`src/design/loader_pkg.sv`:
```
// Loader stream definitions for cartridge download indexing and header decode
`default_nettype none

package loader_pkg;

	// ====================
	// Download stream
	// ====================

	// Cartridge downloads carry zero in the low six index bits
	localparam logic [5:0] DL_INDEX_CART = 6'd0;

	// Copier header placed ahead of the ROM image
	localparam logic [24:0] HEADER_SKIP = 25'h200;

	// Stream byte address of the ROM size word, per layout
	// RAM size follows two bytes later
	localparam logic [24:0] LOROM_SIZE_OFS   = 25'h007FD6 + HEADER_SKIP;
	localparam logic [24:0] HIROM_SIZE_OFS   = 25'h00FFD6 + HEADER_SKIP;
	localparam logic [24:0] EXHIROM_SIZE_OFS = 25'h40FFD6 + HEADER_SKIP;

	// ====================
	// Header decode
	// ====================

	// Menu selection of the cartridge layout
	typedef enum logic [2:0] {
		HDR_AUTO    = 3'd0,
		HDR_NONE    = 3'd1,
		HDR_LOROM   = 3'd2,
		HDR_HIROM   = 3'd3,
		HDR_EXHIROM = 3'd4
	} header_mode_t;

	// 24-bit address mask into cartridge space
	typedef logic [23:0] mem_mask_t;

	// Size nibble counts in kilobytes
	localparam mem_mask_t MASK_KB_SHIFT = 24'd1024;

endpackage

`default_nettype wire

```
`src/design/cart_header_parser.sv`:
```
// Cartridge header parser that classifies the download and extracts ROM/RAM geometry and region
`timescale 1ns/1ps
`default_nettype none

module cart_header_parser (
	input  logic                      clk_sys,
	input  logic                      reset,
	input  logic                      download,
	input  logic [7:0]                index,
	input  logic [24:0]               addr,
	input  logic [15:0]               dout,
	input  logic                      wr,
	input  loader_pkg::header_mode_t  header_mode,
	input  logic [1:0]                region_sel,
	output logic                      cart_download,
	output logic                      cart_start,
	output logic                      cart_end,
	output logic [7:0]                rom_type,
	output loader_pkg::mem_mask_t     rom_mask,
	output loader_pkg::mem_mask_t     ram_mask,
	output logic                      pal
);

	import loader_pkg::*;

	logic        old_download;
	logic [3:0]  rom_size;
	logic [3:0]  ram_size;
	logic        rom_region;
	logic [24:0] size_ofs;
	logic        layout_mode;

	// ====================
	// Download edges
	// ====================

	assign cart_download = download && (index[5:0] == DL_INDEX_CART);
	assign cart_start    = cart_download & ~old_download;
	assign cart_end      = old_download & ~cart_download;

	always_ff @(posedge clk_sys) begin
		if (reset) begin
			old_download <= 1'b0;
		end else begin
			old_download <= cart_download;
		end
	end

	// Where the size word sits for the chosen layout
	always_comb begin
		layout_mode = 1'b1;
		case (header_mode)
			HDR_LOROM:   size_ofs = LOROM_SIZE_OFS;
			HDR_HIROM:   size_ofs = HIROM_SIZE_OFS;
			HDR_EXHIROM: size_ofs = EXHIROM_SIZE_OFS;
			default: begin
				size_ofs    = LOROM_SIZE_OFS;
				layout_mode = 1'b0;
			end
		endcase
	end

	// ====================
	// Header capture
	// ====================

	always_ff @(posedge clk_sys) begin
		if (reset) begin
			rom_size   <= 4'hC;
			ram_size   <= 4'h0;
			rom_type   <= 8'h00;
			rom_region <= 1'b0;
			pal        <= 1'b0;
		end else if (cart_download) begin
			if (wr) begin
				if (addr == 25'd0) begin
					rom_size <= 4'hC;
					ram_size <= 4'h0;
					// Loader prepends size byte and type byte in auto mode
					if (header_mode == HDR_AUTO && dout[7:0] != 8'h00) begin
						{ram_size, rom_size} <= dout[7:0];
					end
					case (header_mode)
						HDR_NONE, HDR_LOROM: rom_type <= 8'd0;
						HDR_HIROM:           rom_type <= 8'd1;
						HDR_EXHIROM:         rom_type <= 8'd2;
						default:             rom_type <= dout[15:8];
					endcase
				end

				if (addr == 25'd2) begin
					rom_region <= dout[8];
				end

				// ROM size is the odd byte, RAM size the next even byte
				if (layout_mode && addr == size_ofs) begin
					rom_size <= dout[11:8];
				end
				if (layout_mode && addr == size_ofs + 25'd2) begin
					ram_size <= dout[3:0];
				end
			end
		end else begin
			pal <= (region_sel == 2'b00) ? rom_region : region_sel[1];
		end
	end

	// Sizes are powers of two in kilobytes
	assign rom_mask = (MASK_KB_SHIFT << rom_size) - 24'd1;
	assign ram_mask = (ram_size != 4'h0) ? (MASK_KB_SHIFT << ram_size) - 24'd1 : 24'd0;

endmodule

`default_nettype wire

```
`config.mk`:
```
export PLATFORM = sky130hd
export DESIGN_NAME = cart_header_parser
export DESIGN_NICKNAME = d
export VERILOG_FILES = /design/src/design/loader_pkg.sv /design/src/design/cart_header_parser.sv
export SDC_FILE = /design/constraint.sdc
export NUM_CORES = 1
export LEC_CHECK = 0
export ABC_AREA = 1
export BUFFER_PORTS_ARGS = -buffer_cell sky130_fd_sc_hd__buf_2
export CAP_MARGIN = 5
export CORE_ASPECT_RATIO = 0.6
export CORE_MARGIN = 5
export CORE_UTILIZATION = 44
export CTS_CLUSTER_DIAMETER = 80
export DETAILED_ROUTE_END_ITERATION = 7
export PLACE_DENSITY = 0.81
export SKIP_CTS_REPAIR_TIMING = 1
export SLEW_MARGIN = 20
export SYNTH_ARGS = -nofsm -noshare
export SYNTH_HDL_FRONTEND = slang
export SYNTH_SLANG_ARGS = --single-unit
```
`constraint.sdc`:
```
create_clock -name clk_sys -period 2.2 [get_ports clk_sys]
set_input_delay 0.44 -clock clk_sys [delete_from_list [all_inputs] [get_ports clk_sys]]
set_output_delay 0.44 -clock clk_sys [all_outputs]
set_load 0.02 [all_outputs]
```
# [Yosys cells after proc, flatten, opt, wreduce, memory -nomap -nowiden]
# Index checks and enable logic that the tools add are counted.
[word_totals] latch_bits=0 mem_bits_ro=0 mem_count=0 reg_bits=19 wordCells=51 ram_bits=0
[op_classes] div_mod_pow=0 magnitude_cmp=0 n_mul=0 n_eq_ne=7 n_addsub=3 muxes=11 shifts=2 n_reduce_logical=18 n_bitwise=4
[ops] op="$eq 25x25->1" n=2
[ops] op="$shl 11x4->24 const A" n=2
[ops] op="$sub 24x1->24 const B" n=2
[ops] op="$pmux 23 s2" n=1
[ops] op="$add 25x2->25 const B" n=1
[ops] op="$eq 25x2->1 const B" n=1
[ops] op="$logic_not 25->1" n=1
[ops] op="$mux 24" n=1
[ops] op="$mux 4" n=6
[ops] op="$pmux 8 s3" n=1
[ops] op="$reduce_and 3->1" n=4
[ops] op="$reduce_bool 8->1" n=1
[ops] op="$eq 3x2->1 const B" n=2
[ops] op="$logic_not 6->1" n=1
[ops] op="$logic_and 1x1->1" n=4
[ops] op="$reduce_bool 2->1" n=2
[ops] op="$reduce_bool 4->1" n=1
[ops] op="$eq 3x1->1 const B" n=1
[ops] op="$eq 3x3->1 const B" n=1
[ops] op="$logic_not 3->1" n=1
[ops] op="$reduce_or 3->1" n=1
[ops] op="$and 1x1->1" n=2
[ops] op="$logic_not 2->1" n=1
[ops] op="$mux 1" n=2
[ops] op="2 further kinds" n=3

# [Logic depth before layout (Yosys ltp)]
# Gate-level depths: netlist (run 1).
[depth] word_depth=7 depth_mapped=11

# [Least setup slack after synthesis (run 1)]
# Ideal clock, no wire load.
[synth_path] kind="register to output" startpoint="reg ram_size[2]" endpoint="out ram_mask[16]" path_stages_with_launch=11 arrival_time_ns=1.861 required_ns=1.760 slack_ns=-0.101 path_cell_list="dfxtp_1 nor2_1 inv_1 nor2_1 inv_1 ha_1 inv_1 nor2_1 inv_1 nor4_1 nor3_1"
[synth_between] elab_chain_len=3 word_cells_on_any_way=4
[synth_lines] element="from (decl)" line_no="cart_header_parser.sv:28" source="logic [3:0] ram_size;"
[synth_lines] element="from (signal assigned)" line_no="cart_header_parser.sv:81" source="{ram_size, rom_size} <= dout[7:0];"
[synth_lines] element="from (signal assigned)" line_no="cart_header_parser.sv:100" source="ram_size <= dout[3:0];"
[synth_lines] element="$shl 11x4->24" line_no="cart_header_parser.sv:110" source="assign ram_mask = (ram_size != 4'h0) ? (MASK_KB_SHIFT << ram_size) - 24'd1 : 24'd0;"
[synth_lines] element="$sub 24x1->24" line_no="cart_header_parser.sv:110"
[synth_lines] element="$mux 24 *" line_no="cart_header_parser.sv:110"
[synth_lines] element="to (decl)" line_no="cart_header_parser.sv:20" source="output loader_pkg::mem_mask_t ram_mask,"
# Mark *: on every way between the ends. The rest lies on a longest branch, timed or not.

# [Final worst setup path (run 1)]
[layout_path] startpoint="reg rom_size[2]" endpoint="out rom_mask[20]"
[layout_between] elab_chain_len=2
[layout_lines] element="from (decl)" line_no="cart_header_parser.sv:27" source="logic [3:0] rom_size;"
[layout_lines] element="from (signal assigned)" line_no="cart_header_parser.sv:81"
[layout_lines] element="from (signal assigned)" line_no="cart_header_parser.sv:97" source="rom_size <= dout[11:8];"
[layout_lines] element="$shl 11x4->24" line_no="cart_header_parser.sv:109" source="assign rom_mask = (MASK_KB_SHIFT << rom_size) - 24'd1;"
[layout_lines] element="$sub 24x1->24" line_no="cart_header_parser.sv:109"
[layout_lines] element="to (decl)" line_no="cart_header_parser.sv:19" source="output loader_pkg::mem_mask_t rom_mask,"
# No other way between the ends.

==> run summary, run 1 <==
Sorting the synthesized cells by area gives the leading types as sky130_fd_sc_hd__dfxtp_1 (19%), sky130_fd_sc_hd__nand2_1 (10%), sky130_fd_sc_hd__nor2_1 (9.1%), sky130_fd_sc_hd__inv_1 (8.5%), sky130_fd_sc_hd__nand3_1 (8.4%). The area share of the largest cell type after synthesis was 19.3%; the total die area was 5970 um2. For the wire length reported by the detailed router, the log shows 6.20 mm. The run finished with clean final reports. The logs give 118 for the top-level port count and 2480 um2 for the placed standard-cell area. For this run, the slowest stage of the critical path takes 0.36 ns. STA classifies the critical path startpoint as a flip-flop.

In this run the most critical hold path is launched from dout[15]. Counting flops and latches in the post-synthesis netlist gives 19. The tool flagged a number of max-cap violations equal to 0. The library cell used most frequently in the layout, excluding fill and tap cells, is sky130_fd_sc_hd__buf_2. The worst path uses 97.3% of the clock period.

Final clock skew: 0.0000691 ns. Clock tree synthesis found a total of 19 sinks. The count of inserted antenna diode cells is 0, and the detailed-route DRC error count is 0.

The global-route wire length before repair was 8.90 mm; the clock edge transition at the registers on the reported setup and hold paths was 0.07 ns. The cell occurring most often along the worst timing path was sky130_fd_sc_hd__nand2_1. The half-perimeter wire length after placement came out at 4.95 mm. Walking the worst path, the cells encountered are nor2_4 -> nand2_1 -> ha_2 -> nand2_1 -> a31oi_4 -> o21ai_1 -> xor2_1 -> buf_2. After routing the design area is 2680 um2. Final hold analysis gives a worst-case slack of 0.443 ns. Counting the fill cells in the layout gives 393. The number of placement rows was 18; the fraction of the yosys area taken by sequential cells was 19.3%. Adding up every negative setup slack in the final design gives 0 ns. The data required time at the worst endpoint is 1.76 ns, and the number of global-route vias before repair is 2011.

The cell with the largest stage delay on the worst path was sky130_fd_sc_hd__dfxtp_4. The tools report the worst flop-to-flop path endpoint as ram_size[3]. Horizontal die dimension: 96.5 um.

The number of buffers created by CTS is 3, and the leakage power is 1.47 nW. The vertical die dimension is 61.9 um, and the area overhead of the layout relative to synthesis is 35.5%. The first detailed-routing pass ran for 5 iterations. The element type at the critical path end is an output pin.

The total congestion overflow came out at 0. Setup repair after global routing could not meet its margin everywhere. Setup violations remaining at the end of the flow were counted as 0. The via density per instance works out to 4.98.

The largest net degree at the start of global routing is 12, and the final hold violation count is 0. The library cells used most frequently in the layout, excluding fill and tap cells, are sky130_fd_sc_hd__buf_2 (103), sky130_fd_sc_hd__nand2_1 (53), sky130_fd_sc_hd__nor2_1 (41). Along the worst hold path, the cell count comes to 3.

The critical path class is flip-flop to output pin. Counting cells, the worst reg-to-reg path comes to 4. The share of post-route cells with drive strength above 1 is 41.6%, and the post-layout total power is 0.748 mW. The mean routed wirelength per cell works out to 13.0 um. Global routing used 18.9% of the available tracks across all layers. The startpoint identified for the worst register-to-register timing path is ram_size[3]. Once the floorplan was initialized, standard cells occupied 46.9% of the core. The detailed router used layers up to and including met4. Maximum net fanout on the critical path: 6. The net count of the finished layout is 479, and the number of standard cells in the layout, taps in and fillers out is 478.

In this run, synthesis inferred 0 flip-flops with an integrated enable. The wire length on met3 was 727 um; the mean area per synthesized cell was 6.25 um2. The most used flip-flop cell after synthesis is sky130_fd_sc_hd__dfxtp_1. The tightest min-delay check is of the primary input to flip-flop type. The post-route antenna net violation count was 0; the detailed router's first-iteration violation count was 141. Counting distinct cell types in the post-synthesis netlist gives 38.

The number of placed instances, taps included, is 470. Of all cell types, the one taking the most synthesized area is sky130_fd_sc_hd__dfxtp_1. The detailed router put a total of 2.58 mm of wire on met1. The tree is rooted in a sky130_fd_sc_hd__clkbuf_8. The final route contains 2379 vias. For this run, the top clock speed supported by timing is 467 MHz. The clock passes through at most 2 buffers. The clock reaches the later pin of the worst-skew pair after 0.26 ns. The final RePlAce weighted congestion was 0.846; the cell count after synthesis was 316.

Power per unit of standard cell area: 279 nW/um2. The routed design uses 2.85 mm of met2 wire. TritonCTS built the clock tree.

The worst hold path terminates at rom_type[7]. In this run the tool buffered the top-level ports with 105 buffer cells. For the largest vdd supply drop, the log shows 0.000344 V. The tools report the max-slew violation count as 0. For the worst setup path, the data arrival time is 1.70 ns.

The tools report the synthesis warning total as 0. In the synthesized netlist the async set-or-reset flop fraction comes to 0%. The total area inside the core boundary comes to 4210 um2.

The synthesized cell area is 1980 um2, and the register-to-register setup slack is 1.16 ns. The final critical delay including setup and external delays came out at 2.14 ns. The initial antenna violation count was 0; the deepest level of the CTS H-tree was 1.
==> stage by stage <==
step / worst slack (ns) / util, %
2_1_floorplan: 0.000787 / -
3_3_place_gp: 0.174 / 58.9
3_5_place_dp: 0.135 / 58.9
4_1_cts: -0.147 / 60.0
5_1_grt: -0.0635 / 63.6
6_report: 0.0583 / 63.6
==> kinds of logic (layout without fill, tap and decap cells) <==
logic type / after synthesis / count (layout) / share of synthesized area [%]
AO/OA/AOI/OAI: 35 / 35 / 9.82
XOR/XNOR: 2 / 2 / 0.887
adder cells (fa/ha/maj): 2 / 2 / 1.27
buffers and inverters: 73 / 166 / 17.7
flip-flops: 19 / 19 / 19.3
other: 1 / 10 / 0.190
AND/OR/NAND/NOR: 184 / 184 / 50.9
==> worst max-delay path by stage <==
stage / start / cells past startpoint / slack (ns) / endpoint
3_3_place_gp: ram_size[2] / 12 / 0.17 / ram_mask[20]
2_1_floorplan: ram_size[2] / 11 / 0.0008 / ram_mask[20]
3_5_place_dp: ram_size[2] / 12 / 0.13 / ram_mask[20]
4_1_cts: ram_size[2] / 12 / -0.15 / ram_mask[20]
6_report: rom_size[2] / 8 / 0.06 / rom_mask[20]
5_1_grt: ram_size[3] / 9 / -0.06 / ram_mask[20]
==> layout make-up <==
cell class                 instances  area, um2  share of cell area [%]
multi-input combinational        233       1380                    51.4
inverter                          51        199                    7.43
timing repair buffer             111        579                    21.6
sequential                        19        403                    15.0
clock inverter                     1       5.00                   0.187
tap                               60       75.1                    2.80
clock buffer                       3       41.3                    1.54
==> power by group <==
part           total (mW)  internal (mW)  switching [mW]
registers           0.339          0.339        0.000672
clock network       0.242          0.126           0.116
logic               0.167         0.0621           0.105
==> state kept, by name, indices dropped and copies added, names as in the netlist <==
register / count
rom_type: 8
ram_size: 4
rom_size: 4
old_download: 1
pal: 1
rom_region: 1
==> synth_stat cells, drive strengths merged (2+ instances only) <==
cell type and count:
nand3b 3, nand4 14, a31oi 2, nand3 36, clkbuf 3, clkinv 3, nor2 56, ha 2
nand2 63, nor4 3, o21ai 11, inv 48, nor3 6, buf 19, dfxtp 19, a21oi 19
==> critical path, delay by kind of cell (launching register included) <==
kind	cells	cell delay [ns]
flops	1	0.36
compound gates	2	0.15
fa+ha+maj	1	0.20
xor+xnor	1	0.15
simple gates	3	0.40
buf+inv	1	0.18
==> layer usage <==
metal,track usage [%],vias up
li1,-,1201
met1,25.9,1047
met2,30.7,125
met3,5.90,6
met4,2.00,0
met5,0,-
Power figures use the tool's default switching activity.
==> run 2, diff against run 1 <==
- CORE_UTILIZATION: 44 -> 40
- PLACE_DENSITY: 0.81 -> 0.78
- clock period: 2.2 -> 1.9 ns (I/O delays scaled with it)
==> run 2 against run 1 <==
The flow now finishes with violations (setup timing); clock skew hardly changed; count of clock-buffer cells in the layout stayed put; total power is 16% higher; sequential power is 16% higher; critical path depth is 4 higher; cell area is 3.6% higher; first-iteration DRC count is 2.1% lower.
==> run summary, run 2 (same netlist as run 1, synthesis figures left out) <==
The run finished, with violations left. The checks that failed: setup timing. The deepest level of the CTS H-tree was 1.

The worst setup path is captured at an output pin. STA puts the critical path data arrival time at 1.75 ns. The number of buffers created by CTS came out at 3. Timing would allow up to 469 MHz. After detailed routing, the number of remaining DRC violations is 0. The clock edge transition at the registers on the reported setup and hold paths is 0.07 ns. TritonCTS built the clock tree.

The library cells used most frequently in the layout, excluding fill and tap cells, are sky130_fd_sc_hd__buf_2 (100), sky130_fd_sc_hd__nand2_1 (51), sky130_fd_sc_hd__nor2_1 (39), sky130_fd_sc_hd__inv_1 (39), sky130_fd_sc_hd__nand3_1 (32). The commonest non-fill, non-tap cell in the layout is sky130_fd_sc_hd__buf_2. Counting flops per register, the top entry is rom_type. After routing the design area is 2770 um2.

For the number of global-route vias before repair, the log shows 2114. Cell with the largest stage delay on the worst path: sky130_fd_sc_hd__dfxtp_4. The total congestion overflow was 0; the delay of the slowest critical-path stage was 0.37 ns. From synthesis to final layout, the design area changed by 40.4%. Of the cells placed in the final design, the portion with a size suffix greater than 1 is 43.9%. The congestion estimate from routability-driven global placement came to 0.892. After layout, the worst path uses 112% of the clock period.

After detailed routing, the average wire length per cell comes to 12.5 um. The layer flagged by global routing as most heavily used is met2. Timing analysis after detailed placement gives a worst setup slack of -0.0494 ns.

The first routing iteration left 138 violations. The worst setup path is of the flip-flop to output pin kind. VDD sags by at most 0.000326 V. Detailed placement finished with a half-perimeter wire length of 4.89 mm.

For this run, the detailed router's first-pass iteration total came to 4. The initialized floorplan defines 19 standard-cell rows. The initial antenna violation count was 0; the later-pin clock latency in the skew report was 0.26 ns.

The register with the most flip-flops in the layout has 8 of them. The count of inserted antenna diode cells is 0, and the number of max-capacitance violations reported is 0. Wire length reported by the detailed router: 6.12 mm. For the worst hold slack after final layout, the log shows 0.380 ns. The completed layout was analyzed and its total power is 0.867 mW. The post-route antenna net violation count was 0.

The initial cell density of the core came out at 42.2%. Pin placement for this block handled 118 I/O pins. The final hold violation count was 0. The die is 101 um wide. After detailed routing, the number of vias per cell comes to 4.89. The logs give 1.52 ns for the data required time at the worst endpoint and 4680 um2 for the core box area. The leakage power was 1.51 nW; the total die area was 6490 um2. The placed standard-cell area came out at 2540 um2. Counting the fill cells in the layout gives 465. Input and output buffers added on the ports amount to 105.

The first global-routing pass estimated 9.23 mm of wire. The global-route track usage on met1 was 22.5%; the net count of the finished layout was 487. Traced cell by cell, the critical path runs through nor2_4 -> inv_2 -> nor2_4 -> inv_2 -> ha_4 -> inv_4 -> nor2_4 -> inv_2 -> nor2_2 -> o21ai_1 -> o21a_1 -> buf_6.

STA classifies the critical path startpoint as a flip-flop. In this run the power density over the cells is 313 nW/um2. The largest registers in the layout are rom_type x8, ram_size x4, rom_size x4.

The longest clock path from root to sink contains 2 buffers. For this run, the total global-route usage over all layers was measured as 16.8%. The tools report the total via count in the routed design as 2391. Along the worst path, the maximum fanout reaches 5. Setup repair after global routing could not meet its margin everywhere. The fraction of met2 tracks used by global routing is 27.8%. In the global route stage, met3 resource usage came out at 5.47%. The post-layout worst setup margin was -0.233 ns.

Setup violations remaining at the end of the flow were counted as 5. The class of the most critical hold timing path was primary input to flip-flop. CTS placed an instance of sky130_fd_sc_hd__clkbuf_8 at the clock tree root.

The vertical die dimension was 64.4 um; the clock sink count was 19. The clock arrives with 0.0000857 ns of skew. After layout, the minimum clock period comes to 2.13 ns.

The run gives 0 as the max-slew violation count. Entering global routing, the biggest net connects 12 pins.
==> run 2: per-layer routing <==
layer	share of wire [%]	vias up
met2	46	102
li1	-	1222
met3	10	6
met5	0	-
met4	0.39	0
met1	43	1061
==> run 2: power breakdown <==
| group | switching, mW | internal (mW) | leakage, nW |
|---|---|---|---|
| logic | 0.119 | 0.0719 | 1.33 |
| registers | 0.000592 | 0.393 | 0.157 |
| clock network | 0.136 | 0.146 | 0.0255 |
| total | 0.256 | 0.611 | 1.51 |
==> run 2: cell type report <==
class	instances	area (um2)	share of cell area [%]
timing repair buffer	119	647	23.3
clock inverter	1	5.00	0.180
sequential	19	400	14.4
tap	63	78.8	2.84
inverter	51	199	7.17
clock buffer	3	41.3	1.49
multi-input combinational	233	1400	50.6
==> run 2: final timing paths <==
path / cells past startpoint / slack [ns] / end / startpoint
worst max-delay path: 12 / -0.23 / ram_mask[20] / ram_size[3]
worst min register to register: 2 / 0.46 / rom_type[3] / rom_type[3]
worst max register to register: 5 / 0.90 / ram_size[3] / ram_size[3]
worst min-delay path: 3 / 0.38 / rom_type[6] / dout[14]
==> run 2: critical path: cells and delay by family, from the launching register on <==
| kind | cells | cell delay, ns |
|---|---|---|
| buffers and inverters | 5 | 0.38 |
| AO/OA/AOI/OAI | 2 | 0.25 |
| AND/OR/NAND/NOR | 4 | 0.33 |
| adder cells (fa/ha/maj) | 1 | 0.16 |
| flip-flops | 1 | 0.37 |
==> run 2: through the flow <==
stage                     utilization (%)  instances  TNS [ns]
after CTS                            55.2        482     -1.24
after global routing                 59.2        489     -1.00
final                                59.2        489    -0.616
after detailed placement             54.3        478   -0.0494
after floorplan                         -        325         0
after global placement               54.3        478         0
