[config.mk]
export PLATFORM = sky130hd
export DESIGN_NAME = backup_sequencer
export DESIGN_NICKNAME = d
export VERILOG_FILES = /design/src/design/loader_pkg.sv /design/src/design/backup_pkg.sv /design/src/design/backup_sequencer.sv
export SDC_FILE = /design/constraint.sdc
export NUM_CORES = 1
export LEC_CHECK = 0
export BUFFER_PORTS_ARGS = -buffer_cell sky130_fd_sc_hd__buf_2
export CORE_MARGIN = 10
export CORE_UTILIZATION = 54
export CTS_CLUSTER_DIAMETER = 40
export DETAILED_ROUTE_END_ITERATION = 12
export PLACE_DENSITY_LB_ADDON = 0.05
export SLEW_MARGIN = 20
export SYNTH_ARGS = -nofsm -noshare
export SYNTH_HDL_FRONTEND = slang
export SYNTH_SLANG_ARGS = --single-unit
[constraint.sdc]
create_clock -name clk_sys -period 5.8 [get_ports clk_sys]
set_input_delay 0.87 -clock clk_sys [delete_from_list [all_inputs] [get_ports clk_sys]]
set_output_delay 0.87 -clock clk_sys [all_outputs]
set_load 0.01 [all_outputs]
[src/design/loader_pkg.sv]
// Loader stream definitions for cartridge download indexing and header decode
`default_nettype none

package loader_pkg;

	// ====================
	// Download stream
	// ====================

	// Cartridge downloads carry zero in the low six index bits
	localparam logic [5:0] DL_INDEX_CART = 6'd0;

	// Copier header placed ahead of the ROM image
	localparam logic [24:0] HEADER_SKIP = 25'h200;

	// Stream byte address of the ROM size word, per layout
	// RAM size follows two bytes later
	localparam logic [24:0] LOROM_SIZE_OFS   = 25'h007FD6 + HEADER_SKIP;
	localparam logic [24:0] HIROM_SIZE_OFS   = 25'h00FFD6 + HEADER_SKIP;
	localparam logic [24:0] EXHIROM_SIZE_OFS = 25'h40FFD6 + HEADER_SKIP;

	// ====================
	// Header decode
	// ====================

	// Menu selection of the cartridge layout
	typedef enum logic [2:0] {
		HDR_AUTO    = 3'd0,
		HDR_NONE    = 3'd1,
		HDR_LOROM   = 3'd2,
		HDR_HIROM   = 3'd3,
		HDR_EXHIROM = 3'd4
	} header_mode_t;

	// 24-bit address mask into cartridge space
	typedef logic [23:0] mem_mask_t;

	// Size nibble counts in kilobytes
	localparam mem_mask_t MASK_KB_SHIFT = 24'd1024;

endpackage

`default_nettype wire

[src/design/backup_pkg.sv]
// Backup RAM definitions for sector geometry, clear value and transfer FSM states
`default_nettype none

package backup_pkg;

	// ====================
	// Sector geometry
	// ====================

	// One SD sector is 512 bytes, moved as 16-bit words
	localparam int SECTOR_WORDS     = 256;
	localparam int SECTOR_ADDR_BITS = $clog2(SECTOR_WORDS);

	// Erased battery RAM reads as all ones
	localparam logic [7:0] FILL_BYTE = 8'hFF;

	// ====================
	// Transfer FSM
	// ====================

	typedef enum logic [1:0] {
		BK_IDLE     = 2'd0,
		BK_TRANSFER = 2'd1,
		BK_WAIT_ACK = 2'd2
	} bk_state_t;

endpackage

`default_nettype wire

[src/design/backup_sequencer.sv]
// Backup transfer FSM that moves sectors between the buffer and the save image
`timescale 1ns/1ps
`default_nettype none

module backup_sequencer #(
	parameter int BSRAM_BITS = 17
) (
	input  logic                  clk_sys,
	input  logic                  reset,
	input  logic                  cart_download,
	input  logic                  cart_start,
	input  logic                  cart_end,
	input  loader_pkg::mem_mask_t ram_mask,
	input  logic                  img_mounted,
	input  logic                  img_readonly,
	input  logic                  img_nonempty,
	input  logic                  bk_load,
	input  logic                  bk_save,
	input  logic                  autosave,
	input  logic                  osd_status,
	input  logic                  core_we,
	input  logic                  sd_ack,
	output logic [31:0]           sd_lba,
	output logic                  sd_rd,
	output logic                  sd_wr,
	output logic                  loading,
	output logic                  saving,
	output logic                  bk_ena,
	output logic                  pending
);

	import backup_pkg::*;

	// Sectors that fit in the buffer
	localparam int          LBA_BITS = BSRAM_BITS - 1 - SECTOR_ADDR_BITS;
	localparam logic [14:0] BUF_LAST = 15'((1 << LBA_BITS) - 1);

	bk_state_t   state;
	logic        old_load;
	logic        old_save;
	logic        old_ack;
	logic        save_req;
	logic        load_edge;
	logic        save_edge;
	logic        auto_load;
	logic        start_load;
	logic [14:0] last_lba;

	// Menu open with unsaved writes counts as a save request
	assign save_req   = bk_save | (pending & osd_status & autosave);
	assign load_edge  = bk_load & bk_ena & ~old_load;
	assign save_edge  = save_req & bk_ena & ~old_save;
	assign auto_load  = cart_end & img_nonempty & bk_ena;
	assign start_load = load_edge | auto_load;

	// RAM larger than the buffer would wrap, stop at the buffer end
	assign last_lba = (ram_mask[23:9] > BUF_LAST) ? BUF_LAST : ram_mask[23:9];

	// ====================
	// Enable and pending
	// ====================

	always_ff @(posedge clk_sys) begin
		if (reset) begin
			bk_ena <= 1'b0;
		end else begin
			if (cart_start) begin
				bk_ena <= 1'b0;
			end
			// Save image is mounted while the ROM is still downloading
			if (cart_download && img_mounted && !img_readonly) begin
				bk_ena <= |ram_mask;
			end
		end
	end

	always_ff @(posedge clk_sys) begin
		if (reset) begin
			pending <= 1'b0;
		end else if (bk_ena && !osd_status && core_we) begin
			pending <= 1'b1;
		end else if (state != BK_IDLE || !bk_ena) begin
			pending <= 1'b0;
		end
	end

	// ====================
	// Sector FSM
	// ====================

	always_ff @(posedge clk_sys) begin
		if (reset) begin
			state    <= BK_IDLE;
			old_load <= 1'b0;
			old_save <= 1'b0;
			old_ack  <= 1'b0;
			sd_lba   <= 32'd0;
			sd_rd    <= 1'b0;
			sd_wr    <= 1'b0;
			loading  <= 1'b0;
			saving   <= 1'b0;
		end else begin
			old_load <= bk_load & bk_ena;
			old_save <= save_req & bk_ena;
			old_ack  <= sd_ack;

			case (state)
				BK_IDLE: begin
					if (start_load | save_edge) begin
						sd_lba  <= 32'd0;
						sd_rd   <= start_load;
						sd_wr   <= ~start_load;
						loading <= start_load;
						saving  <= ~start_load;
						state   <= BK_WAIT_ACK;
					end
				end
				BK_WAIT_ACK: begin
					// Host took the request
					if (sd_ack & ~old_ack) begin
						sd_rd <= 1'b0;
						sd_wr <= 1'b0;
						state <= BK_TRANSFER;
					end
				end
				BK_TRANSFER: begin
					if (old_ack & ~sd_ack) begin
						if (sd_lba >= {17'd0, last_lba}) begin
							loading <= 1'b0;
							saving  <= 1'b0;
							state   <= BK_IDLE;
						end else begin
							sd_lba <= sd_lba + 32'd1;
							sd_rd  <= loading;
							sd_wr  <= saving;
							state  <= BK_WAIT_ACK;
						end
					end
				end
				default: state <= BK_IDLE;
			endcase
		end
	end

	a_rd_wr_exclusive: assert property (
		@(posedge clk_sys) disable iff (reset)
		!(sd_rd && sd_wr)
	);

	// Sector index stays inside the image across the whole transfer
	a_lba_in_range: assert property (
		@(posedge clk_sys) disable iff (reset)
		(state != BK_IDLE) |-> (sd_lba <= {17'd0, last_lba})
	);

endmodule

`default_nettype wire

Word-level counts from Yosys, hierarchy flattened
Index checks and enable logic that the tools add are counted.

Flip-flop bits (word level): 43. Input bits: 38. Output and inout port bits: 38. Word-level logic and storage cells: 85.

Add/sub/neg operators: 1. Order comparisons: 2. Eq/ne operators: 7. Muxes and demuxes: 27. Bitwise logic cells: 18. Reductions and logical operators: 19.

Operators by type and width (count): $mux W32 (3); $pmux W32 S2 (1); $add A32 B1 Y32 const B (1); $ge A32 B15 Y1 (1); $reduce_or A24 Y1 (1); $gt A15 B8 Y1 const B (1); $mux W15 (1); $mux W1 (13); $and A1 B1 Y1 (10); $ne A2 B2 Y1 const B (5); $mux W2 (4); $reduce_and A4 Y1 (2); $reduce_bool A2 Y1 (4); $pmux W1 S3 (2); $pmux W2 S3 (1); $not A1 Y1 (5); $reduce_and A5 Y1 (1); $logic_and A1 B1 Y1 (4); $pmux W1 S2 (2); $logic_not A1 Y1 (3); $or A1 B1 Y1 (3); $reduce_and A3 Y1 (1); $reduce_bool A3 Y1 (1); $eq A2 B1 Y1 const B (1); other kinds (3) (3).

Logic depth before layout (Yosys ltp)
Gate-level depths: netlist of the first run.

Depth in word-level cells: 8. Gate-level depth with buffers: 12. Depth with buffers taken out: 10.

Least setup slack after synthesis of the first run
No wires, ideal clock.

Kind: in2reg. From: in ram_mask[21]. To: reg sd_lba[14]. Library setup time: 0.070 ns. Arrival: 3.389 ns. Data required time: 5.730 ns. Slack: 2.340 ns. Cell stages on the path: 11. Buffers on the path: 1. Cells stage by stage: nor4_1 nand2_1 or2_2 ha_1 nand2b_1 a2111oi_0 or4_4 a31oi_4 buf_6 or4_1 a21oi_1.

Longest elaborated chain between the ends: 5.

Ends and longest elaborated chain: start: declaration (RTL line backup_sequencer.sv:13) `input loader_pkg::mem_mask_t ram_mask,`; $gt A15 B8 Y1 (RTL line backup_sequencer.sv:57) `assign last_lba = (ram_mask[23:9] > BUF_LAST) ? BUF_LAST : ram_mask[23:9];`; $mux W15 * (RTL line backup_sequencer.sv:57); $ge A32 B15 Y1 * (RTL line backup_sequencer.sv:128) `if (sd_lba >= {17'd0, last_lba}) begin`; $ne A2 B2 Y1 (no source line) *; $reduce_and A4 Y1 (no source line) *; end signal: assignment (RTL line backup_sequencer.sv:133) `sd_lba <= sd_lba + 32'd1;`; end: declaration (RTL line backup_sequencer.sv:23) `output logic [31:0] sd_lba,`.

Every way passes the cells marked *; elsewhere a longest branch is shown, timed or not. A chain may end at the register's enable or synchronous reset.

Worst setup path in the final report of the first run
Same ends and word-level chain as after synthesis.

==> summary by stage, run 1 <==
Clock tree
The cell sitting at the root of the clock tree is a sky130_fd_sc_hd__clkbuf_8. The CTS H-tree depth is 2. Clock-pin slew was measured on the worst setup and hold paths at 0.08 ns. The post-cts resize count is 0.

The number of buffers on the longest clock path is 2. In this run the post-CTS setup repair buffer count came out at 0. The number of clock sinks is 43. The clock tree from TritonCTS is built. The number of hold buffers added after CTS was 0. Clock tree synthesis inserted a total of 5 buffers. The clock latency on the worst-skew pair is 0.30 ns.

Pwr
Of the total power, the share spent switching nets is 0.319. The leakage power total is 1.35 nW. Summed over all nets, the switching power comes to 222 µW. The clock share of power is 0.280. For this design the ratio of total power to cell area is 244 mW/mm². The proportion of power drawn by flip-flops and latches is 0.460. The share of total power dissipated in combinational logic is 0.259. The peak ir drop on the vdd network is 0.148 mV.

The internal power of the cells totals 474 µW.

Detailed routing
The first routing iteration left 246 violations. The number of detailed-routing iterations run before antenna repair is 4. Dividing the detail-routed wire length by the instance count gives 15.5 µm. The detailed router placed 2240 vias in this run. The DRC violation count after routing is 0.

The total wire length after detailed routing is 6.15 mm. The per-cell via count in the routed design is 5.66. The count of nets left with antenna violations once routing finished came out at 0.

Critical path
Across all register-to-register paths, the minimum setup slack is 3.13 ns. The kind of end point of the critical path is a flop. At the worst endpoint, the required time is 6.03 ns. The arrival time at the worst endpoint is 3.79 ns. STA classifies the critical path startpoint as an input port.

The worst setup path category is in2reg. Of all nets on the critical path, the largest fanout is 32.

Global routing
In the global route stage, overall resource usage came out at 0.166. The met1 usage in global routing is 0.203. The number of global-route vias before repair was 2268.

The number of antenna violations at the first check in global routing is 0. The first-pass GRT wire length is 10.4 mm. In the global route stage, met3 resource usage came out at 0.0643. Summed over all layers, the global routing overflow is 0.

The global routing's busiest layer is met2. For met2 alone, demand over resource in global routing was 0.266. Entering global routing, the biggest net connects 33 pins.

Cells and area
The area used by sequential logic in the layout is 861 µm². Once layout is done, the placed cells without fillers occupy 0.00286 mm². The number of standard cells in the layout, taps in and fillers out is 396.

The area growth from synthesis to layout is 21.8%. In the final layout, the share of cells above drive strength 1 is 0.266. The number of fill cells in the layout is 370. The diode insertion count for antenna repair is 0. The net count of the finished layout is 405. The area occupied by multi-input gates is 0.00143 mm². The final core utilization is 0.699.

Synth
Of the total synthesized cell area, the portion taken by full adders, half adders and majority gates is 0.112. Of the total synthesized cell area, the portion taken by XOR and XNOR cells is 0. The most used flip-flop cell after synthesis is sky130_fd_sc_hd__dfxtp_1. The number of different library cells in the post-synthesis netlist is 50. For this run, asynchronously set or reset flops after synthesis account for 0.

In this run the cell area of the synthesized design comes to 0.00234 mm². Of the total synthesized cell area, the portion taken by AND, OR, NAND and NOR gates is 0.290. Yosys mapped a number of flops with a built-in enable equal to 0. The largest family of logic cells by synthesized area is simple AND/OR/NAND/NOR gates. Of the post-synthesis cell area, the dominant cell type holds 0.367.

Of the post-synthesis cell area, the part taken by muxes is 0.00427. The register area share after synthesis is 0.367. The area fraction in compound gates after synthesis was 0.192. The cell count after synthesis came out at 266.

In the post-synthesis netlist, the biggest area contributors are sky130_fd_sc_hd__dfxtp_1, sky130_fd_sc_hd__ha_1, sky130_fd_sc_hd__and2_1. The warning count from the yosys run is 0. A synthesized cell averages 8.81 µm². The synthesized flop and latch total is 43. Summed over all instances, the cell type with the most area after synthesis is sky130_fd_sc_hd__dfxtp_1.

Floorplanning
The total I/O pin count is 76. The area of the core region is 0.00409 mm². The die covers 0.00737 mm². The initial utilization of the core area, before any placement, comes to 0.573. Measured along the x axis, the die boundary spans 85.9 µm. From bottom edge to top edge, the die measures 85.9 µm. The floorplan has 23 rows.

Placement
In this run the cell area measured after placement is 0.00277 mm². The count of buffers added on input and output ports is 75. Routability-driven placement finished with a final weighted congestion of 0.806. The half-perimeter wire length after placement is 4.80 mm. The post-placement cell count is 389.

STA
The accumulated negative setup slack is 0 ns. Across the routed clock network, the largest skew measured is 0.0102 ns. Headroom to the max-slew limit came out at 0.532. On the final layout, the worst hold slack is 0.487 ns.

The ratio of final minimum period to clock period is 0.614. The final hold violation count is 0. At the pin with the least slew margin, the transition time is 0.702 ns. The final setup violation count is 0. The final critical delay including setup and external delays is 3.56 ns. The maximum clock frequency is 281 MHz. The final count of pins violating max slew was 0.

Setup repair after global routing left no endpoint under its margin.

Status
The run finished with clean final reports.

Flow run
The total of max-cap violations is 0.

Worst hold path
The class of the most critical hold timing path is reg2reg.
path summary, 6_finish.rpt:
| path | end | startpoint | cells past startpoint |
|---|---|---|---|
| max | sd_lba[14]$_SDFFE_PP0P_ | ram_mask[21] | 11 |
| min | loading$_SDFFE_PP0P_ | loading$_SDFFE_PP0P_ | 2 |
| max reg2reg | sd_lba[14]$_SDFFE_PP0P_ | sd_lba[0]$_SDFFE_PP0P_ | 8 |
| min reg2reg | loading$_SDFFE_PP0P_ | loading$_SDFFE_PP0P_ | 2 |
synthesized netlist by cell type, types with 2 or more instances:
| master | count |
|---|---|
| sky130_fd_sc_hd__o21bai_1 | 2 |
| sky130_fd_sc_hd__nand2b_1 | 3 |
| sky130_fd_sc_hd__nand2_1 | 18 |
| sky130_fd_sc_hd__dfxtp_1 | 43 |
| sky130_fd_sc_hd__a21oi_1 | 21 |
| sky130_fd_sc_hd__clkbuf_1 | 6 |
| sky130_fd_sc_hd__or2_2 | 3 |
| sky130_fd_sc_hd__nor2_1 | 17 |
| sky130_fd_sc_hd__nand3_1 | 12 |
| sky130_fd_sc_hd__and2_1 | 18 |
| sky130_fd_sc_hd__o31ai_1 | 7 |
| sky130_fd_sc_hd__nand4_1 | 8 |
| sky130_fd_sc_hd__and3_1 | 5 |
| sky130_fd_sc_hd__and4_1 | 3 |
| sky130_fd_sc_hd__nor4_1 | 8 |
| sky130_fd_sc_hd__a22oi_1 | 2 |
| sky130_fd_sc_hd__inv_1 | 7 |
| sky130_fd_sc_hd__or4_1 | 7 |
| sky130_fd_sc_hd__nor3_1 | 2 |
| sky130_fd_sc_hd__or3_1 | 4 |
| sky130_fd_sc_hd__o21a_1 | 3 |
| sky130_fd_sc_hd__o311a_1 | 2 |
| sky130_fd_sc_hd__or4bb_1 | 2 |
| sky130_fd_sc_hd__o21ai_0 | 12 |
| sky130_fd_sc_hd__nor3b_1 | 2 |
| sky130_fd_sc_hd__o21ai_1 | 2 |
| sky130_fd_sc_hd__ha_1 | 21 |
| sky130_fd_sc_hd__o211ai_1 | 3 |
| sky130_fd_sc_hd__nor2b_1 | 2 |
final cells by class:
type                       instances  area share
clock buffer                       6      0.0289
clock inverter                     1     0.00175
inverter                           8      0.0105
multi-input combinational        212       0.501
sequential                        43       0.301
tap                               50      0.0219
timing repair buffer              76       0.134
metrics by stage:
step,setup WS [ns],total power [mW]
2_1_floorplan,2.34,0.446
5_1_grt,2.05,0.732
3_5_place_dp,1.92,0.506
6_report,2.24,0.696
4_1_cts,2.23,0.698
3_3_place_gp,2.01,0.504
metal layers:
| layer | wire length (µm) | up-vias | share of wire |
|---|---|---|---|
| met3 | 486 | 5 | 0.079 |
| met2 | 2860 | 60 | 0.46 |
| li1 | - | 1150 | - |
| met1 | 2780 | 1025 | 0.45 |
| met5 | 0 | - | 0 |
| met4 | 21 | 0 | 0.0034 |
placed cells by master (no fill, tap or decap), types with 4 or more instances in the layout:
cell and n:
sky130_fd_sc_hd__a21oi_1 21, sky130_fd_sc_hd__and2_1 18, sky130_fd_sc_hd__and3_1 5, sky130_fd_sc_hd__buf_2 75, sky130_fd_sc_hd__clkbuf_8 6, sky130_fd_sc_hd__conb_1 7
sky130_fd_sc_hd__dfxtp_1 43, sky130_fd_sc_hd__ha_1 21, sky130_fd_sc_hd__inv_1 7, sky130_fd_sc_hd__nand2_1 18, sky130_fd_sc_hd__nand3_1 12, sky130_fd_sc_hd__nand4_1 8
sky130_fd_sc_hd__nor2_1 16, sky130_fd_sc_hd__nor4_1 8, sky130_fd_sc_hd__o21ai_0 12, sky130_fd_sc_hd__o31ai_1 7, sky130_fd_sc_hd__or3_1 4, sky130_fd_sc_hd__or4_1 7
power by group through the flow:
stage	registers [mW]	logic, mW	clock network [mW]
2_1_floorplan	0.330	0.116	0
3_3_place_gp	0.327	0.176	0
3_5_place_dp	0.327	0.179	0
4_1_cts	0.320	0.179	0.199
5_1_grt	0.322	0.202	0.209
6_report	0.320	0.181	0.195
flip-flops by register name, summed over array words and instances, names as in the netlist:
| signal | flops |
|---|---|
| sd_lba | 32 |
| state | 2 |
| bk_ena | 1 |
| loading | 1 |
| old_ack | 1 |
| old_load | 1 |
| old_save | 1 |
| pending | 1 |
| saving | 1 |
| sd_rd | 1 |
| sd_wr | 1 |
cells by family (layout without fill, tap and decap cells):
kind of cell | after synthesis | in the layout
buf+inv | 17 | 91
fa+ha+maj | 21 | 21
compound gates | 65 | 65
simple gates | 118 | 118
flops | 43 | 43
other cells | 1 | 7
mux | 1 | 1
worst max-delay path, cell delays in order:
cell and delay (ns):
sky130_fd_sc_hd__buf_2 0.10, sky130_fd_sc_hd__nor4_1 0.27, sky130_fd_sc_hd__nand2_1 0.21, sky130_fd_sc_hd__or2_2 0.32, sky130_fd_sc_hd__ha_1 0.26, sky130_fd_sc_hd__nand2b_1 0.13
sky130_fd_sc_hd__a2111oi_0 0.39, sky130_fd_sc_hd__or4_4 0.21, sky130_fd_sc_hd__a31oi_4 0.27, sky130_fd_sc_hd__or4_1 0.59, sky130_fd_sc_hd__a21oi_1 0.16
(Power assumes the default switching activity.)
==> inputs of run 2 (changes only) <==
ABC_AREA = 1   (was unset)
CORE_UTILIZATION = 52   (was 54)
clock period = 3.6 ns   (was 5.8 ns; I/O delays follow)
==> summary by stage, run 2 <==
Synth
The proportion of netlist area held by the largest area contributor is 0.338 (-0.0291). By area the synthesized netlist is led by sky130_fd_sc_hd__dfxtp_1, sky130_fd_sc_hd__nand2_1, sky130_fd_sc_hd__nor2_1. sky130_fd_sc_hd__nand2_1 is the most common cell in the netlist. The commonest cells after synthesis are sky130_fd_sc_hd__nand2_1, sky130_fd_sc_hd__nor2_1, sky130_fd_sc_hd__dfxtp_1. The count of flip-flops with a built-in enable after synthesis came to 0 (unchanged). The number of instances in the synthesized netlist was 377 (+42%).

The most used flip-flop cell after synthesis is sky130_fd_sc_hd__dfxtp_1. The async set-or-reset flop fraction in the synthesized netlist is 0 (unchanged). The register area share after synthesis is 0.338 (-0.0291). The number of different library cells in the post-synthesis netlist came to 28 (-44%). The mean instance size in the synthesized netlist came to 6.75 µm² (-23%). The warning count from the yosys run is 0 (unchanged).

The cell area after technology mapping is 0.00254 mm² (+8.6%). The biggest area consumer among synthesized cells is sky130_fd_sc_hd__dfxtp_1. The synthesized flop and latch total was 43 (unchanged).

Pwr
The power density relative to cell area is 375 mW/mm² (+54%). The clock share of power was 0.257 (-0.023). The share of total power in combinational logic is 0.291 (+0.032). The internal power contribution came to 729 µW (+54%).

The switching share of power is 0.361 (+0.0418). The peak ir drop on the vdd network is 0.262 mV (+77%). The proportion of power drawn by flip-flops and latches is 0.453 (-0.007). The net switching power is 411 µW (+85%). The leakage power total is 1.50 nW (+11%).

Floorplanning
The total I/O pin count was 76 (unchanged). The width of the die is 90.0 µm (+4.8%). The height of the die is 90.0 µm (+4.8%).

The area of the core region came to 0.00472 mm² (+16%). The starting utilization of the core area is 0.539 (-0.0347). The number of cell rows is 25 (+8.7%). The die area is 0.00809 mm² (+9.7%).

Cells and area
The number of flip-flops under the largest register name is 32 (unchanged). The share of cells above drive strength 1 is 0.193 (-0.0725). The layout overhead on the synthesized area is 19.5%. The diode insertion count for antenna repair came to 0 (unchanged). The number of fill cells in the layout is 434 (+17%). Leaving out fill and tap cells, the most frequent cells in the layout are sky130_fd_sc_hd__nand2_1, sky130_fd_sc_hd__nor2_1, sky130_fd_sc_hd__buf_2.

The area occupied by multi-input gates is 0.00154 mm² (+7.5%). The net count of the finished layout is 513 (+27%). More flip-flops sit in one register than any other, and that register is sd_lba. The most frequent standard cell in the layout excluding fill and tap cells is sky130_fd_sc_hd__nand2_1.

In the final layout, the registers with the most flip-flops are sd_lba: 32 flops, state: 2 flops. The area used by sequential logic in the layout is 861 µm² (unchanged).

Critical path
The signal on the critical path passes through buf_2 -> nor4_1 -> nand2_1 -> or2_2 -> ha_1 -> nand2_1 -> nor2_1 -> nand3_1 -> nand3_1 -> nand2_2 -> nand2_2 -> nand2_1 -> a21oi_1. The largest stage delay on the critical path came to 0.52 ns (-0.07 ns). The highest fanout seen on the critical path is 31 (-3.1%).

The endpoint required time on the critical path is 3.82 ns (-2.21 ns). The slowest library cell on the worst path is sky130_fd_sc_hd__nand2_2. The depth of the most critical reg-to-reg path is 7 (-1).

The kind of end point of the critical path is a flop. The arrival time at the worst endpoint is 3.10 ns (-0.69 ns). The most numerous cell type found on the critical path is sky130_fd_sc_hd__nand2_1. The setup path with the least slack is of type in2reg. The worst setup path is launched from an input port.

Global routing
The sum of overflow across all layers after global routing was 0 (unchanged). The first-pass GRT wire length is 11.1 mm (+7.5%). The number of antenna violations at the first check in global routing is 0 (unchanged).

The total routing resource utilization after global routing came to 0.156 (-0.00988). The largest net degree at the start of global routing came to 40 (+21%). The number of global-route vias before repair is 2595 (+14%).

Detailed routing
The number of detailed-routing iterations run before antenna repair is 4 (unchanged). The DRC violation count after routing is 0 (unchanged). The count of routing violations after the opening detailed-route iteration came to 124 (-50%). The total vias in the final route is 2628 (+17%). The total wire length after detailed routing is 6.62 mm (+7.7%). The count of nets left with antenna violations after detail routing is 0 (unchanged). The routed wire length per instance is 12.7 µm (-18%).

The per-cell via count in the routed design is 5.03 (-11%).

Clock tree
The CTS H-tree depth is 2 (unchanged). The clock slew seen by the registers of the worst setup and hold paths is 0.08 ns (about the same). The number of clock sinks is 43 (unchanged). The number of buffers on the longest clock path was 2 (unchanged). The post-CTS setup buffer count is 0 (unchanged).

The number of buffers inserted by hold repair at cts is 0 (unchanged). The clock tree from TritonCTS is built. The clock root buffer is sky130_fd_sc_hd__clkbuf_8. The number of clock buffers inserted by TritonCTS came to 5 (unchanged). The clock latency on the worst-skew pair is 0.29 ns (about the same). The post-cts resize count is 0 (unchanged).

Placement
The number of port buffers came to 75 (unchanged). The half-perimeter wire length after placement is 5.08 mm (+5.7%). The final weighted congestion in routability-driven placement was 0.846 (+4.9%).

STA
The headroom to the max-slew limit is 0.512 (-0.0204). The final count of pins violating max slew is 0 (unchanged). Setup repair after global routing left no endpoint under its margin.

The final setup violation count is 0 (unchanged). The final critical delay including setup and external delays is 2.88 ns. The accumulated negative setup slack is 0 ns (unchanged). Static timing analysis puts the maximum clock frequency at 348 MHz. The worst clock skew is 0.00784 ns (-0.00232 ns). The final hold slack was 0.451 ns (-0.0361 ns). Of the available clock period, the critical path in the final layout requires 0.799. The transition time of the tightest slew-check pin came to 0.732 ns (+0.0306 ns). The final hold violation count is 0 (unchanged).

Worst hold path
The tightest min-delay check is of the reg2reg type. The cell depth of the worst hold path is 2 (unchanged).

Status
The flow ran to the end, and the final reports show no timing, DRC or antenna violations.

Flow run
The total of max-cap violations is 0 (unchanged).
## run 2: cell count changes after synthesis, moves of 10 or more
| cell | delta |
|---|---|
| sky130_fd_sc_hd__nand3_1 | +18 |
| sky130_fd_sc_hd__and2_1 | -18 |
| sky130_fd_sc_hd__xor2_1 | +10 |
| sky130_fd_sc_hd__nand2_1 | +75 |
| sky130_fd_sc_hd__nor2_1 | +62 |
| sky130_fd_sc_hd__inv_1 | +19 |
## run 2: final timing paths
| check | from | endpoint | slack (ns) |
|---|---|---|---|
| worst min register to register | sd_lba[27]$_SDFFE_PP0P_ | sd_lba[27]$_SDFFE_PP0P_ | 0.45 |
| worst max register to register | state[1]$_SDFFE_PP0P_ | sd_lba[8]$_SDFFE_PP0P_ | 1.10 |
| worst max-delay path | ram_mask[22] | sd_lba[8]$_SDFFE_PP0P_ | 0.72 |
| worst min-delay path | sd_lba[27]$_SDFFE_PP0P_ | sd_lba[27]$_SDFFE_PP0P_ | 0.45 |
## run 2: critical path: cells and delay by family
family | cells | cell delay, ns
adders and majority gates | 1 | 0.27
AOI/OAI and AO/OA | 1 | 0.16
and+or+nand+nor | 10 | 2.01
buffers and inverters | 1 | 0.09
## run 2: area by class of cell
| cell class | instances | area share |
|---|---|---|
| multi-input combinational | 302 | 0.506 |
| clock buffer | 7 | 0.0251 |
| clock inverter | 1 | 0.00165 |
| inverter | 27 | 0.0333 |
| sequential | 43 | 0.283 |
| timing repair buffer | 75 | 0.123 |
| tap | 67 | 0.0276 |
## run 2: power groups by stage
stage                     combinational [mW]  clock (mW)  sequential [mW]
final                                  0.331       0.293            0.516
after global routing                   0.370       0.319            0.519
after CTS                              0.332       0.300            0.516
after detailed placement               0.331           0            0.527
after global placement                 0.325           0            0.526
after floorplan                        0.271           0            0.528
## run 2: stage by stage
stage / power [mW] / worst slack (ns) / area (µm²) / instances / util
floorplan: 0.800 / 1.16 / 2570 / 383 / -
global placement: 0.852 / 0.504 / 2960 / 514 / 0.627
detailed placement: 0.858 / 0.412 / 2960 / 514 / 0.627
CTS: 1.15 / 0.717 / 3040 / 522 / 0.644
global route: 1.21 / 0.397 / 3040 / 522 / 0.644
finish: 1.14 / 0.723 / 3040 / 522 / 0.644
## run 2: logic make-up (layout without fill, tap and decap cells)
| logic type | after synthesis | in the layout | share of synthesized area |
|---|---|---|---|
| flip-flops | 43 | 43 | 0.338 |
| adder cells (fa/ha/maj) | 21 | 21 | 0.103 |
| buffers and inverters | 38 | 110 | 0.0659 |
| AND/OR/NAND/NOR | 227 | 227 | 0.375 |
| other | 1 | 7 | 0.00147 |
| XOR/XNOR | 11 | 11 | 0.0379 |
| AO/OA/AOI/OAI | 36 | 36 | 0.0787 |
## run 2: per-layer routing
metal / share of wire / track usage
met4: 0.0092 / 0.0398
met2: 0.48 / 0.271
met1: 0.44 / 0.184
met3: 0.063 / 0.0441
met5: 0 / 0
